--- config.mk ---
export PLATFORM = sky130hd
export DESIGN_NAME = decode_stage
export DESIGN_NICKNAME = d
export VERILOG_FILES = /design/src/verilog/cpu_pkg.sv /design/src/verilog/decode_stage.sv
export SDC_FILE = /design/constraint.sdc
export NUM_CORES = 2
export LEC_CHECK = 0
export ABC_CLOCK_PERIOD_IN_PS = 5240
export BUFFER_PORTS_ARGS = -buffer_cell sky130_fd_sc_hd__clkbuf_2
export CORE_UTILIZATION = 45
export CTS_BUF_LIST = sky130_fd_sc_hd__clkbuf_4 sky130_fd_sc_hd__clkbuf_8
export DETAILED_ROUTE_END_ITERATION = 10
export PLACE_DENSITY = 0.68
export SYNTH_ARGS = -nofsm -noshare
export SYNTH_HDL_FRONTEND = slang
export SYNTH_SLANG_ARGS = --single-unit
--- constraint.sdc ---
create_clock -name clk -period 5.24 [get_ports clk]
set_input_delay 0.786 -clock clk [delete_from_list [all_inputs] [get_ports clk]]
set_output_delay 0.786 -clock clk [all_outputs]
set_load 0.01 [all_outputs]
--- src/verilog/cpu_pkg.sv ---
package cpu_pkg;

    typedef logic [31:0] word_t;
    typedef logic [4:0]  reg_idx_t;

    typedef enum logic [5:0] {
        OP_RTYPE = 6'h00,
        OP_J     = 6'h02,
        OP_BEQ   = 6'h04,
        OP_BNE   = 6'h05,
        OP_ADDI  = 6'h08,
        OP_LW    = 6'h23,
        OP_SW    = 6'h2b
    } opcode_t;

    typedef logic [5:0] funct_t;

    localparam funct_t FN_ADD = 6'h20;
    localparam funct_t FN_SUB = 6'h22;
    localparam funct_t FN_AND = 6'h24;
    localparam funct_t FN_OR  = 6'h25;
    localparam funct_t FN_SLT = 6'h2a;

    typedef enum logic [2:0] {
        ALU_ADD = 3'd0,
        ALU_SUB = 3'd1,
        ALU_AND = 3'd2,
        ALU_OR  = 3'd3,
        ALU_SLT = 3'd4
    } alu_op_t;

    typedef enum logic [1:0] {
        FWD_NONE = 2'd0,
        FWD_MEM  = 2'd1,
        FWD_WB   = 2'd2
    } fwd_sel_t;

    localparam int    IMEM_DEPTH = 256;
    localparam int    DMEM_DEPTH = 256;
    // loads read the input port, stores drive the output port
    localparam word_t IO_ADDR    = 32'h0000_FFFC;

    typedef struct packed {
        opcode_t  opcode;
        reg_idx_t rs;
        reg_idx_t rt;
        reg_idx_t rd;
        logic [4:0] shamt;
        funct_t   funct;
    } r_fields_t;

    typedef struct packed {
        opcode_t     opcode;
        reg_idx_t    rs;
        reg_idx_t    rt;
        logic [15:0] imm;
    } i_fields_t;

    typedef struct packed {
        opcode_t     opcode;
        logic [25:0] target;
    } j_fields_t;

    typedef union packed {
        r_fields_t r;
        i_fields_t i;
        j_fields_t j;
    } instr_t;

    typedef struct packed {
        logic     valid;
        logic     reg_write;
        logic     mem_read;
        logic     mem_write;
        alu_op_t  alu_op;
        word_t    operand_a;
        word_t    operand_b;
        word_t    store_data;
        reg_idx_t rs;
        reg_idx_t rt;
        reg_idx_t dest;
    } id_ex_t;

    typedef struct packed {
        logic     valid;
        logic     reg_write;
        logic     mem_read;
        logic     mem_write;
        word_t    alu_result;
        word_t    store_data;
        reg_idx_t dest;
    } ex_mem_t;

    typedef struct packed {
        logic     valid;
        logic     reg_write;
        word_t    result;
        reg_idx_t dest;
    } mem_wb_t;

    typedef struct packed {
        logic pc_stall;
        logic if_id_stall;
        logic if_id_flush;
        logic id_ex_bubble;
    } hazard_t;

endpackage

--- src/verilog/decode_stage.sv ---
`timescale 1ns/1ns

module decode_stage import cpu_pkg::*; (
    input  logic     clk,
    input  logic     rst_n,
    input  instr_t   if_instr,
    input  word_t    if_pc,
    input  logic     if_valid,
    input  hazard_t  hazard,
    input  mem_wb_t  wb,
    output id_ex_t   id_ex,
    output reg_idx_t rs_idx,
    output reg_idx_t rt_idx,
    output logic     uses_rs,
    output logic     uses_rt,
    output logic     is_branch,
    output logic     redirect,
    output word_t    target
);

    word_t    regs [32];
    word_t    rs_val, rt_val, imm_ext, pc_plus4;
    logic     writes, mem_read, mem_write, use_imm, is_jump, taken;
    alu_op_t  alu_op;
    reg_idx_t dest;
    id_ex_t   id_next;

    assign rs_idx = if_instr.r.rs;
    assign rt_idx = if_instr.r.rt;

    always_comb begin
        writes    = 1'b0;
        mem_read  = 1'b0;
        mem_write = 1'b0;
        use_imm   = 1'b0;
        uses_rs   = 1'b0;
        uses_rt   = 1'b0;
        is_branch = 1'b0;
        is_jump   = 1'b0;
        alu_op    = ALU_ADD;
        dest      = if_instr.i.rt;
        if (if_valid) begin
            case (if_instr.r.opcode)
                OP_RTYPE: begin
                    writes  = 1'b1;
                    uses_rs = 1'b1;
                    uses_rt = 1'b1;
                    dest    = if_instr.r.rd;
                    case (if_instr.r.funct)
                        FN_ADD:  alu_op = ALU_ADD;
                        FN_SUB:  alu_op = ALU_SUB;
                        FN_AND:  alu_op = ALU_AND;
                        FN_OR:   alu_op = ALU_OR;
                        FN_SLT:  alu_op = ALU_SLT;
                        default: writes = 1'b0;
                    endcase
                end
                OP_ADDI: {writes, uses_rs, use_imm} = 3'b111;
                OP_LW:   {writes, mem_read, uses_rs, use_imm} = 4'b1111;
                OP_SW:   {mem_write, uses_rs, uses_rt, use_imm} = 4'b1111;
                OP_BEQ, OP_BNE: {is_branch, uses_rs, uses_rt} = 3'b111;
                OP_J:    is_jump = 1'b1;
                default: ;
            endcase
        end
    end

    // write-back lands this cycle, so pass it straight through
    always_comb begin
        rs_val = (rs_idx == '0) ? '0 : regs[rs_idx];
        rt_val = (rt_idx == '0) ? '0 : regs[rt_idx];
        if (wb.valid && wb.reg_write && wb.dest == rs_idx && rs_idx != '0)
            rs_val = wb.result;
        if (wb.valid && wb.reg_write && wb.dest == rt_idx && rt_idx != '0)
            rt_val = wb.result;
    end

    always_ff @(posedge clk) begin
        if (wb.valid && wb.reg_write)
            regs[wb.dest] <= wb.result;
    end

    assign imm_ext  = {{16{if_instr.i.imm[15]}}, if_instr.i.imm};
    assign pc_plus4 = if_pc + 32'd4;
    assign taken    = is_branch && ((rs_val == rt_val) == (if_instr.i.opcode == OP_BEQ));
    assign target   = is_jump ? {pc_plus4[31:28], if_instr.j.target, 2'b00}
                              : pc_plus4 + {imm_ext[29:0], 2'b00};
    assign redirect = (taken || is_jump) && !hazard.id_ex_bubble;

    always_comb begin
        id_next.valid      = if_valid;
        // dest 0 never marked as written
        id_next.reg_write  = writes && dest != '0;
        id_next.mem_read   = mem_read;
        id_next.mem_write  = mem_write;
        id_next.alu_op     = alu_op;
        id_next.operand_a  = rs_val;
        id_next.operand_b  = use_imm ? imm_ext : rt_val;
        id_next.store_data = rt_val;
        id_next.rs         = uses_rs ? rs_idx : '0;
        id_next.rt         = uses_rt ? rt_idx : '0;
        id_next.dest       = dest;
    end

    always_ff @(posedge clk or negedge rst_n) begin
        if (!rst_n)
            id_ex <= '0;
        else if (hazard.id_ex_bubble)
            id_ex.valid <= 1'b0;
        else
            id_ex <= id_next;
    end

    a_no_r0_write: assert property (@(posedge clk) disable iff (!rst_n)
        !(wb.valid && wb.reg_write && wb.dest == '0))
        else $error("write-back targets register 0");

endmodule

==> impl_results.md <==
- Slowest stage delay, CP: 460 ps
- Number of synthesized register bits: 1142
- Final Hold Viols: 0
- First-pass DRT Iterations: 6
- Post-Syn Area: 0.0556 sq mm
- Register Area: 0.0337 sq mm
- CTS Buf Count: 189
- Post-synth EDFFs: 1024
- Most frequent cells in the layout: 1024 x edfxtp_1, 489 x mux4_2, 359 x buf_4
- Floorplan row count: 128
- Final Setup Violations: 1
- Multi-input logic area: 0.0211 sq mm
- Combined buffer and inverter count along the critical path: 6
- Predominant post-synthesis flop cell: edfxtp_1
- Die Y: 354 microns
- Yosys warning count: 0
- Post-Syn Instances: 3225
- WL/cell: 32.4 microns
- CP max stage cell: nor4_4
- Total power: 21.3 mW
- CTS tree: done
- Most common cell after layout, fill and taps aside: edfxtp_1
- Die area: 0.125 sq mm
- Antenna violations before repair: 15
- Vias in the first global route: 36500
- Asr flop ratio synth: 10.3%
- GRT Overall Usage: 29.0%
- Crit path launch type: input pin
- Worst-Skew Late Latency: 880 ps
- Global route total overflow: 0
- Die width: 354 microns
- Design area: 0.0664 sq mm
- Buffers added on ports: 270
- Fillcell total: 9592
- Finished Layout Cells: 5681
- Failing checks: setup timing
- GP Congestion: 0.938
- VDD IR max: 0.260 mV
- Clk pwr share: 38.4%
- Setup TNS: -89.6 ps
- Synth unique cells: 85
- Synth Area per Inst: 17.2 sq um
- Setup CP Type: input pin to primary output
- Layout cells sized above 1: 41.1%
- RSZ-0062 raised after global routing: true
- CP Cell Sequence: buf_12 -> or3_4 -> or3_4 -> buf_6 -> a21boi_4 -> buf_6 -> buf_12 -> a32o_2 -> and3_4 -> nor4_4 -> nand4_1 -> nor4_4 -> buf_4 -> mux2i_1 -> o211ai_2 -> buf_6
- Place WS: -766 ps
- Placement Cell Area: 0.0614 sq mm
- Clock Tree Buf Depth: 3
- Worst-Margin Slew: 1150 ps
- Clk slew on worst S/H paths: 70 ps
- Starting density of the core: 45.5%
- Critical path's top delay family: simple AND/OR/NAND/NOR gates
- Layout area overhead: 19.4%
- DRT iter0 DRCs: 5346
- Nets: 4031
- Outcome: finished, violations left
- Sw power: 5.47 mW
- Worst setup margin: -89.6 ps
- # H-tree levels: 4
- Remaining antenna violation count: 0
- Syn nets: 3371
- Global-route wire length before repair: 259000 microns
- Flop pwr share: 48.0%
- Sw Share: 25.7%
- Register area share after synthesis: 60.6%
- Final Max Tran Viols: 0
- Placed Cells: 5272
- Fin crit period: 5330 ps
- Vias/cell: 6.52
- Worst path arrival time: 4540 ps
- Crit path max fanout: 8
- Largest net degree at the start of global routing: 82
- Worst Skew: 37.8 ps
- DP HPWL: 120000 microns
- Sink Count: 1142
- Pleak: 23.5 nW
- DRC Markers: 0
- Cell repeated most along the worst path: buf_6
- Worst endpoint required time: 4450 ps
- Slew headroom: 23.1%
- WL final: 184000 microns
- Power per cell area: 320 mW/mm^2
- I/O pin total: 274
- Fmax: 188 MHz
- Clock root cell: clkbuf_8
- Hold Crit Class: input pin to flop
- Pint: 15.8 mW
- Critical path endpoint category: primary output
- Crit share post-route: 102%
- Core ar.: 0.122 sq mm
- # Max-Cap Violations: 0
- Vias: 37000
- Comb pwr share: 13.6%
-- layout make-up --
class / instances / area share, %
Clock buffer: 254 / 4.76
Multi-Input combinational cell: 1821 / 31.7
Antenna cell: 7 / 0.0264
Inverter: 26 / 0.151
Tap cell: 1625 / 3.06
Timing Repair Buffer: 705 / 8.39
Clock inverter: 101 / 1.13
Sequential cell: 1142 / 50.7
-- worst min-delay path: stages --
cell	delay (ps)
clkbuf_2	110
mux2i_1	60
o21ai_0	130
-- stage by stage --
stage	util, %	hold WS (ps)
2_1_floorplan	-	490
3_3_place_gp	50.3	465
3_5_place_dp	50.3	473
4_1_cts	53.9	171
5_1_grt	54.4	238
6_report	54.4	246
-- routing by layer --
layer | vias up | GRT usage, % | share of wire, %
met3 | 436 | 8.93 | 13
met1 | 19000 | 38.8 | 37
li1 | 14900 | - | -
met2 | 2687 | 44.3 | 45
met4 | 20 | 11.6 | 4.3
met5 | - | 0.717 | 0.14
-- cell usage after synthesis (24+ instances only) --
master	instances	area (sq um)
a221oi_1	34	298
nor2_1	117	439
dfrtp_1	118	2950
clkbuf_1	97	364
nand2_1	179	672
o21ai_0	73	365
mux2_2	42	473
mux2i_1	165	1650
buf_4	34	255
edfxtp_1	1024	30700
nand4_1	24	150
a22o_1	31	272
a21oi_1	92	460
ha_1	35	438
and3_1	28	175
buf_2	48	240
xnor2_1	51	447
xor2_1	32	280
a22oi_1	80	601
mux4_2	489	11000
nand3_1	39	195
buf_6	34	383
-- what timing repair did --
item | CTS | global route
endpoints found under the hold margin | 75 | 0
hold buffers | 1 | 0
setup buffers | 25 | 19
cloned | 0 | 3
resized for setup | 55 | 80
pin swaps | 20 | 34
setup endpoints to repair | 5 | 13
-- state kept, by name, indices dropped and copies added (netlist names) --
name	cells
id_ex	118
regs	1024
-- power by group through the flow --
stage / Sequential, mW / Clock (mW) / Combinational [mW]
floorplan: 10.4 / 0 / 1.42
global placement: 10.4 / 0 / 2.72
detailed placement: 10.4 / 0 / 2.74
CTS: 10.2 / 8.22 / 2.80
global route: 10.2 / 8.60 / 3.04
finish: 10.2 / 8.16 / 2.90
-- kinds of logic after synthesis --
family | count (synthesis) | synth area share [%]
AOI/OAI and AO/OA | 503 | 6.45
and+or+nand+nor | 498 | 4.35
xor gates and xnor gates | 83 | 1.31
adders and majority gates | 36 | 0.823
buffers and inverters | 262 | 2.76
DFF | 1142 | 60.6
muxes | 701 | 23.7
-- path summary, 6_finish.rpt --
check	start	end	slack [ps]	cells past startpoint
worst max-delay path	if_instr[17]	redirect	-90	16
worst min-delay path	if_instr[8]	id_ex[55]	250	3
worst max register to register	regs[23][5]	id_ex[52]	2470	7
worst min register to register	id_ex[60]	id_ex[60]	490	2
max in group asynchronous	rst_n	id_ex[96]	3490	3
min in group asynchronous	rst_n	id_ex[62]	550	2
(Power assumes the default switching activity.)
