`src/verilog/cpu_pkg.sv`:
```
package cpu_pkg;

    typedef logic [31:0] word_t;
    typedef logic [4:0]  reg_idx_t;

    typedef enum logic [5:0] {
        OP_RTYPE = 6'h00,
        OP_J     = 6'h02,
        OP_BEQ   = 6'h04,
        OP_BNE   = 6'h05,
        OP_ADDI  = 6'h08,
        OP_LW    = 6'h23,
        OP_SW    = 6'h2b
    } opcode_t;

    typedef logic [5:0] funct_t;

    localparam funct_t FN_ADD = 6'h20;
    localparam funct_t FN_SUB = 6'h22;
    localparam funct_t FN_AND = 6'h24;
    localparam funct_t FN_OR  = 6'h25;
    localparam funct_t FN_SLT = 6'h2a;

    typedef enum logic [2:0] {
        ALU_ADD = 3'd0,
        ALU_SUB = 3'd1,
        ALU_AND = 3'd2,
        ALU_OR  = 3'd3,
        ALU_SLT = 3'd4
    } alu_op_t;

    typedef enum logic [1:0] {
        FWD_NONE = 2'd0,
        FWD_MEM  = 2'd1,
        FWD_WB   = 2'd2
    } fwd_sel_t;

    localparam int    IMEM_DEPTH = 256;
    localparam int    DMEM_DEPTH = 256;
    // loads read the input port, stores drive the output port
    localparam word_t IO_ADDR    = 32'h0000_FFFC;

    typedef struct packed {
        opcode_t  opcode;
        reg_idx_t rs;
        reg_idx_t rt;
        reg_idx_t rd;
        logic [4:0] shamt;
        funct_t   funct;
    } r_fields_t;

    typedef struct packed {
        opcode_t     opcode;
        reg_idx_t    rs;
        reg_idx_t    rt;
        logic [15:0] imm;
    } i_fields_t;

    typedef struct packed {
        opcode_t     opcode;
        logic [25:0] target;
    } j_fields_t;

    typedef union packed {
        r_fields_t r;
        i_fields_t i;
        j_fields_t j;
    } instr_t;

    typedef struct packed {
        logic     valid;
        logic     reg_write;
        logic     mem_read;
        logic     mem_write;
        alu_op_t  alu_op;
        word_t    operand_a;
        word_t    operand_b;
        word_t    store_data;
        reg_idx_t rs;
        reg_idx_t rt;
        reg_idx_t dest;
    } id_ex_t;

    typedef struct packed {
        logic     valid;
        logic     reg_write;
        logic     mem_read;
        logic     mem_write;
        word_t    alu_result;
        word_t    store_data;
        reg_idx_t dest;
    } ex_mem_t;

    typedef struct packed {
        logic     valid;
        logic     reg_write;
        word_t    result;
        reg_idx_t dest;
    } mem_wb_t;

    typedef struct packed {
        logic pc_stall;
        logic if_id_stall;
        logic if_id_flush;
        logic id_ex_bubble;
    } hazard_t;

endpackage

```
`src/verilog/pipeline_control.sv`:
```
`timescale 1ns/1ns

module pipeline_control import cpu_pkg::*; (
    input  reg_idx_t rs_idx,
    input  reg_idx_t rt_idx,
    input  logic     uses_rs,
    input  logic     uses_rt,
    input  logic     is_branch,
    input  id_ex_t   id_ex,
    input  ex_mem_t  ex_mem,
    input  mem_wb_t  mem_wb,
    input  logic     redirect,
    output hazard_t  hazard,
    output fwd_sel_t fwd_a,
    output fwd_sel_t fwd_b
);

    logic ex_hit, mem_hit;
    logic load_use, branch_wait, stall;

    // does a pending write collide with a source read in decode
    function automatic logic src_hit(logic vld, logic wr, reg_idx_t dest,
                                     logic use_a, reg_idx_t a,
                                     logic use_b, reg_idx_t b);
        logic live;
        live = vld && wr && dest != '0;
        return live && ((use_a && a == dest) || (use_b && b == dest));
    endfunction

    function automatic fwd_sel_t fwd_src(reg_idx_t src, ex_mem_t m, mem_wb_t w);
        if (src == '0)
            return FWD_NONE;
        if (m.valid && m.reg_write && m.dest == src)
            return FWD_MEM;
        if (w.valid && w.reg_write && w.dest == src)
            return FWD_WB;
        return FWD_NONE;
    endfunction

    assign ex_hit  = src_hit(id_ex.valid, id_ex.reg_write, id_ex.dest,
                             uses_rs, rs_idx, uses_rt, rt_idx);
    assign mem_hit = src_hit(ex_mem.valid, ex_mem.reg_write, ex_mem.dest,
                             uses_rs, rs_idx, uses_rt, rt_idx);

    assign load_use = ex_hit && id_ex.mem_read;
    // branches compare in decode, so wait until both stages are clear
    assign branch_wait = is_branch && (ex_hit || mem_hit);
    assign stall = load_use || branch_wait;

    always_comb begin
        hazard.pc_stall     = stall;
        hazard.if_id_stall  = stall;
        hazard.id_ex_bubble = stall;
        hazard.if_id_flush  = redirect;
    end

    assign fwd_a = fwd_src(id_ex.rs, ex_mem, mem_wb);
    assign fwd_b = fwd_src(id_ex.rt, ex_mem, mem_wb);

    // decode must hold back its redirect while a stall is raised
    always_comb begin
        a_stall_flush_excl: assert (!(hazard.if_id_stall && hazard.if_id_flush))
            else $error("IF/ID stall and flush raised together");
    end

endmodule

```
`config.mk`:
```
export PLATFORM = sky130hd
export DESIGN_NAME = pipeline_control
export DESIGN_NICKNAME = d
export VERILOG_FILES = /design/src/verilog/cpu_pkg.sv /design/src/verilog/pipeline_control.sv
export SDC_FILE = /design/constraint.sdc
export NUM_CORES = 1
export LEC_CHECK = 0
export ABC_CLOCK_PERIOD_IN_PS = 1250
export BUFFER_PORTS_ARGS = -buffer_cell sky130_fd_sc_hd__buf_2
export CAP_MARGIN = 20
export CORE_AREA = 2 2 97 99
export DETAILED_ROUTE_END_ITERATION = 10
export DIE_AREA = 0 0 99 101
export SYNTH_ARGS = -nofsm -noshare
export SYNTH_HDL_FRONTEND = slang
export SYNTH_SLANG_ARGS = --single-unit
```
`constraint.sdc`:
```
create_clock -name vclk -period 1.25
set_clock_uncertainty 0.05 [all_clocks]
set_input_delay 0 -clock vclk [all_inputs]
set_output_delay 0 -clock vclk [all_outputs]
set_load 0.005 [all_outputs]
```
==> results.json, run 1 <==
{
  "outcome": "completed",
  "p_leak_nw": 0.388,
  "synth_top_cell_area_share_pct": 34.4,
  "crit_type": "input pin to output pin",
  "ys_top_cells_by_count": "xnor2_1, xor2_1, nor3_1",
  "worstPathArrival_ns": 1.14,
  "peakVddDrop_uv": 97.8,
  "drive_gt1_share_pct": 44.2,
  "p_sw_mw": 0.134,
  "core_area_um2": 8980,
  "fin_tns_setup_ns": 0,
  "num_rows": 35,
  "antenna_found_initial": 1,
  "drc": 0,
  "seq_area_frac_synth_pct": 0,
  "io_pins": 252,
  "drtAntennaViolNets": 0,
  "grt_pass1_vias": 783,
  "grt-ovfl-total": 0,
  "synthMuxAreaShare_pct": 0,
  "initial_core_util_pct": 6.80,
  "syn_area_um2": 611,
  "wl_um": 2670,
  "fmax_ghz": 0.838,
  "place_congestion": 0.751,
  "final_core_util_pct": 11.1,
  "hold_depth": 4,
  "grt_start_max_net_pins": 6,
  "nNetsFinal": 375,
  "ff_latch_area_um2": 0,
  "rsz0062_at_grt": "no",
  "synth_cell_types": 18,
  "fin_crit_sh_pct": 95.4,
  "nClkBuffers": 0,
  "slew_viol_final": 0,
  "powerDensity_nw_per_um2": 282,
  "start_kind": "input pin",
  "required_ns": 1.20,
  "clockPowerShare_pct": 0,
  "finalHoldWorstSlack_ns": 0.333,
  "cap_violations": 0,
  "initialDrtViolationCount": 12,
  "area_growth_syn_to_layout_pct": 63.1,
  "cts_setup_buffers": 0,
  "end_kind": "output pin",
  "synthAdderAreaFrac_pct": 0,
  "grt_pass1_wl_um": 3930,
  "p_comb_share_pct": 100.0,
  "finalCriticalPeriod_ns": 1.19,
  "avgSynthCellArea_um2": 7.45,
  "wire_per_inst_um": 11.1,
  "dieArea_um2": 10000,
  "yosysWarnings": 0,
  "synth.area.top_cells": "xnor2_1, xor2_1, buf_4",
  "synth_cells": 82,
  "viasPerCell": 3.12,
  "path_cells": "buf_2 > or4_1 > o2111ai_2 > o22ai_2 > buf_2",
  "die_h_um": 101,
  "critical-path-max-stage-delay_ns": 0.56,
  "synth_xor_area_share_pct": 57.4,
  "die_w_um": 99,
  "p_sw_share_pct": 47.5,
  "synth_compound_area_share_pct": 9.22,
  "p_int_mw": 0.147,
  "seq_cell_count": 0,
  "cpMaxStageDelayCell": "or4_1",
  "drt_pass1_iterations": 4,
  "hold_violations": 0,
  "min_path_type": "input pin to output pin",
  "path_common_cell": "buf_2",
  "fin_total_pwr_mw": 0.281,
  "yosysTopAreaCell": "xnor2_1",
  "dp_hpwl_um": 2530,
  "syn-num-nets": 326,
  "tightest_slew_ns": 0.332,
  "seq_power_share_pct": 0,
  "io_buffers": 52,
  "synth.most_common_cell": "xnor2_1",
  "via_count": 749,
  "grtUsageTotal_pct": 5.17,
  "setup_viol_count_final": 0,
  "max_slew_margin_pct": 77.7,
  "worst-path-max-fanout": 4,
  "antennaDiodeCount": 0,
  "synth_top_family_by_area": "XOR/XNOR gates",
  "synthSimpleGateAreaFrac_pct": 23.8
}
-- routing by layer --
layer	wire length, µm	GRT usage [%]
met5	11	0
met4	0	0
met3	282	2.01
met2	1410	10.7
met1	964	5.13
-- area by class of cell --
type,count,area [µm²]
fill,1034,7980
multi-input combinational,73,564
tap,111,139
timing repair buffer,56,293
-- path summary, 6_finish.rpt --
kind,start,to
max,ex_mem[2],hazard[3]
min,ex_mem[71],fwd_a[0]
-- what timing repair did --
action                     CTS  global route
cloned                       0             0
hold buffers                 1             0
setup endpoints to repair    1             3
resized for setup            1             1
hold endpoints to repair     1             0
-- per-stage QoR --
stage | area, µm² | worst slack (ns) | cells
6_report | 996 | 0.0569 | 240
3_3_place_gp | 973 | 0.0270 | 239
2_1_floorplan | 611 | 0.140 | 82
4_1_cts | 990 | 0.0326 | 240
3_5_place_dp | 973 | -0.00246 | 239
5_1_grt | 996 | 0.00228 | 240
-- cell usage in the layout, fill, tap and decap left out, types with 2 or more instances in the layout --
cell      n
a32oi_1   2
and2_1    2
buf_2    52
buf_4     3
nand3_1   4
nand4_1   4
nor2_1    3
nor3_1    5
nor4_1    4
o21a_1    2
or4_1     3
xnor2_1  24
xor2_1   16
-- cells by family (layout without fill, tap and decap cells) --
kind of cell    count (synthesis)  count (layout)
simple gates                   26              26
compound gates                  7               7
buf+inv                         9              56
xor+xnor                       40              40
-- power by group through the flow --
stage	logic (mW)	clock network, mW	registers [mW]
after floorplan	0.148	0	0
after detailed placement	0.279	0	0
after global placement	0.271	0	0
after global routing	0.313	0	0
final	0.281	0	0
after CTS	0.284	0	0
-- worst max-delay path, delay by kind of cell --
| family | cells | cell delay [ns] |
|---|---|---|
| compound gates | 2 | 0.30 |
| simple gates | 1 | 0.56 |
| buf+inv | 2 | 0.28 |
(Power assumes the default switching activity.)
==> run 2, diff against run 1 <==
Settings changed: SETUP_SLACK_MARGIN from default to 0.4.
==> run 2 against run 1 <==
Net effect: clock-buffer cell count unchanged; final area grew 19%; combinational power increased by 25%; first-iteration DRC count is 33% higher; sequential cell count stayed put; setup slack better by 0.040 ns; critical path type unchanged; die area did not move; via count is 4.3% higher; worst hold slack improved by 0.0037 ns; power up 25%; non-clock buffer count up 3.
==> results.json, run 2 (same netlist as run 1, synthesis figures left out) <==
{
  "outcome": "completed",
  "fin_tns_setup_ns": 0,
  "worst_slack_ns": 0.0967,
  "peakVddDrop_uv": 117,
  "finalCriticalPeriod_ns": 1.15,
  "drc": 0,
  "dpl.cell_count": 240,
  "rsz0062_at_grt": "yes",
  "dp_worst_setup_slack_ns": -0.0186,
  "num_rows": 35,
  "via_count": 781,
  "fmax_ghz": 0.867,
  "p_leak_nw": 0.448,
  "cap_violations": 0,
  "grtUsageTotal_pct": 5.87,
  "viasPerCell": 3.21,
  "die_h_um": 101,
  "worst-path-max-fanout": 5,
  "fin_crit_sh_pct": 92.3,
  "antennaDiodeCount": 0,
  "grt_pass1_wl_um": 4530,
  "worstPathArrival_ns": 1.10,
  "seq_cell_count": 0,
  "max_slew_margin_pct": 81.4,
  "setup_viol_count_final": 0,
  "fin_cells": 243,
  "io_buffers": 52,
  "fin_total_pwr_mw": 0.350,
  "grt-ovfl-total": 0,
  "drtAntennaViolNets": 0,
  "crit_end": "hazard[0]",
  "initial_core_util_pct": 6.80,
  "core_area_um2": 8980,
  "place_area_um2": 981,
  "ff_latch_area_um2": 0,
  "dp_hpwl_um": 2760,
  "drt_pass1_iterations": 3,
  "worstSetupStartpoint": "ex_mem[4]",
  "io_pins": 252,
  "antenna_found_initial": 0,
  "die_w_um": 99,
  "hold_violations": 0,
  "crit_type": "input pin to output pin",
  "grt_start_max_net_pins": 6,
  "min_path_type": "input pin to output pin",
  "nClkBuffers": 0,
  "fin_area_um2": 1180,
  "drive_gt1_share_pct": 56.8,
  "finalHoldWorstSlack_ns": 0.337,
  "wire_per_inst_um": 12.6,
  "place_congestion": 0.691,
  "end_kind": "output pin",
  "required_ns": 1.20,
  "tightest_slew_ns": 0.276,
  "wl_um": 3060,
  "final_core_util_pct": 13.2,
  "dieArea_um2": 10000,
  "area_growth_syn_to_layout_pct": 93.6,
  "initialDrtViolationCount": 16,
  "layout_common_cells": "buf_2, xnor2_1, xor2_1",
  "slew_viol_final": 0,
  "nNetsFinal": 378,
  "start_kind": "input pin",
  "worstHoldStart": "ex_mem[72]",
  "powerDensity_nw_per_um2": 296,
  "final_common_cell": "buf_2",
  "grt_pass1_vias": 831
}
run 2: changes by cell type in the layout (fill, tap and decap cells not counted), moves of 2 or more:
cell and change:
buf_2 -11, buf_4 +2, buf_6 +11, nor2_1 -2, nor2_4 +2, nor3_1 -4
nor3_2 +4, nor4_1 -3, nor4_2 +3, or4_1 -3, or4_4 +3
run 2: timing repair:
action,4_1_cts,5_1_grt
gates resized for setup,31,11
hold buffers,1,0
setup buffers,2,0
endpoints found under the hold margin,1,0
endpoints found under the setup margin,7,7
pin swaps,19,7
run 2: power breakdown:
part / switching, mW / total (mW) / internal (mW)
Combinational: 0.164 / 0.350 / 0.187
Clock: 0 / 0 / 0
Sequential: 0 / 0 / 0
run 2: worst min-delay path by stage:
stage	to	slack, ns	cells after the start
final	hazard[3]	0.34	4
after global routing	hazard[0]	0.37	4
after CTS	fwd_b[0]	0.34	4
after detailed placement	hazard[1]	-0.05	0
after global placement	hazard[1]	-0.05	0
after floorplan	hazard[1]	0.03	1
run 2: critical path: stages:
cell and delay (ns):
buf_2 0.15, or4_4 0.51, o2111ai_2 0.19, o22ai_2 0.12, buf_2 0.14
run 2: cell type report:
type	instances	area [µm²]
timing repair buffer	59	392
fill	1022	7790
multi-input combinational	73	652
tap	111	139
run 2: per-layer routing:
layer / wire length (µm) / vias to the layer above / global-route usage (%) / part of all wire [%]
met5: 0 / - / 0 / 0
met4: 0 / 0 / 0 / 0
met3: 134 / 0 / 0.485 / 4.4
met2: 1560 / 29 / 11.1 / 51
met1: 1360 / 368 / 7.73 / 45
li1: - / 384 / - / -
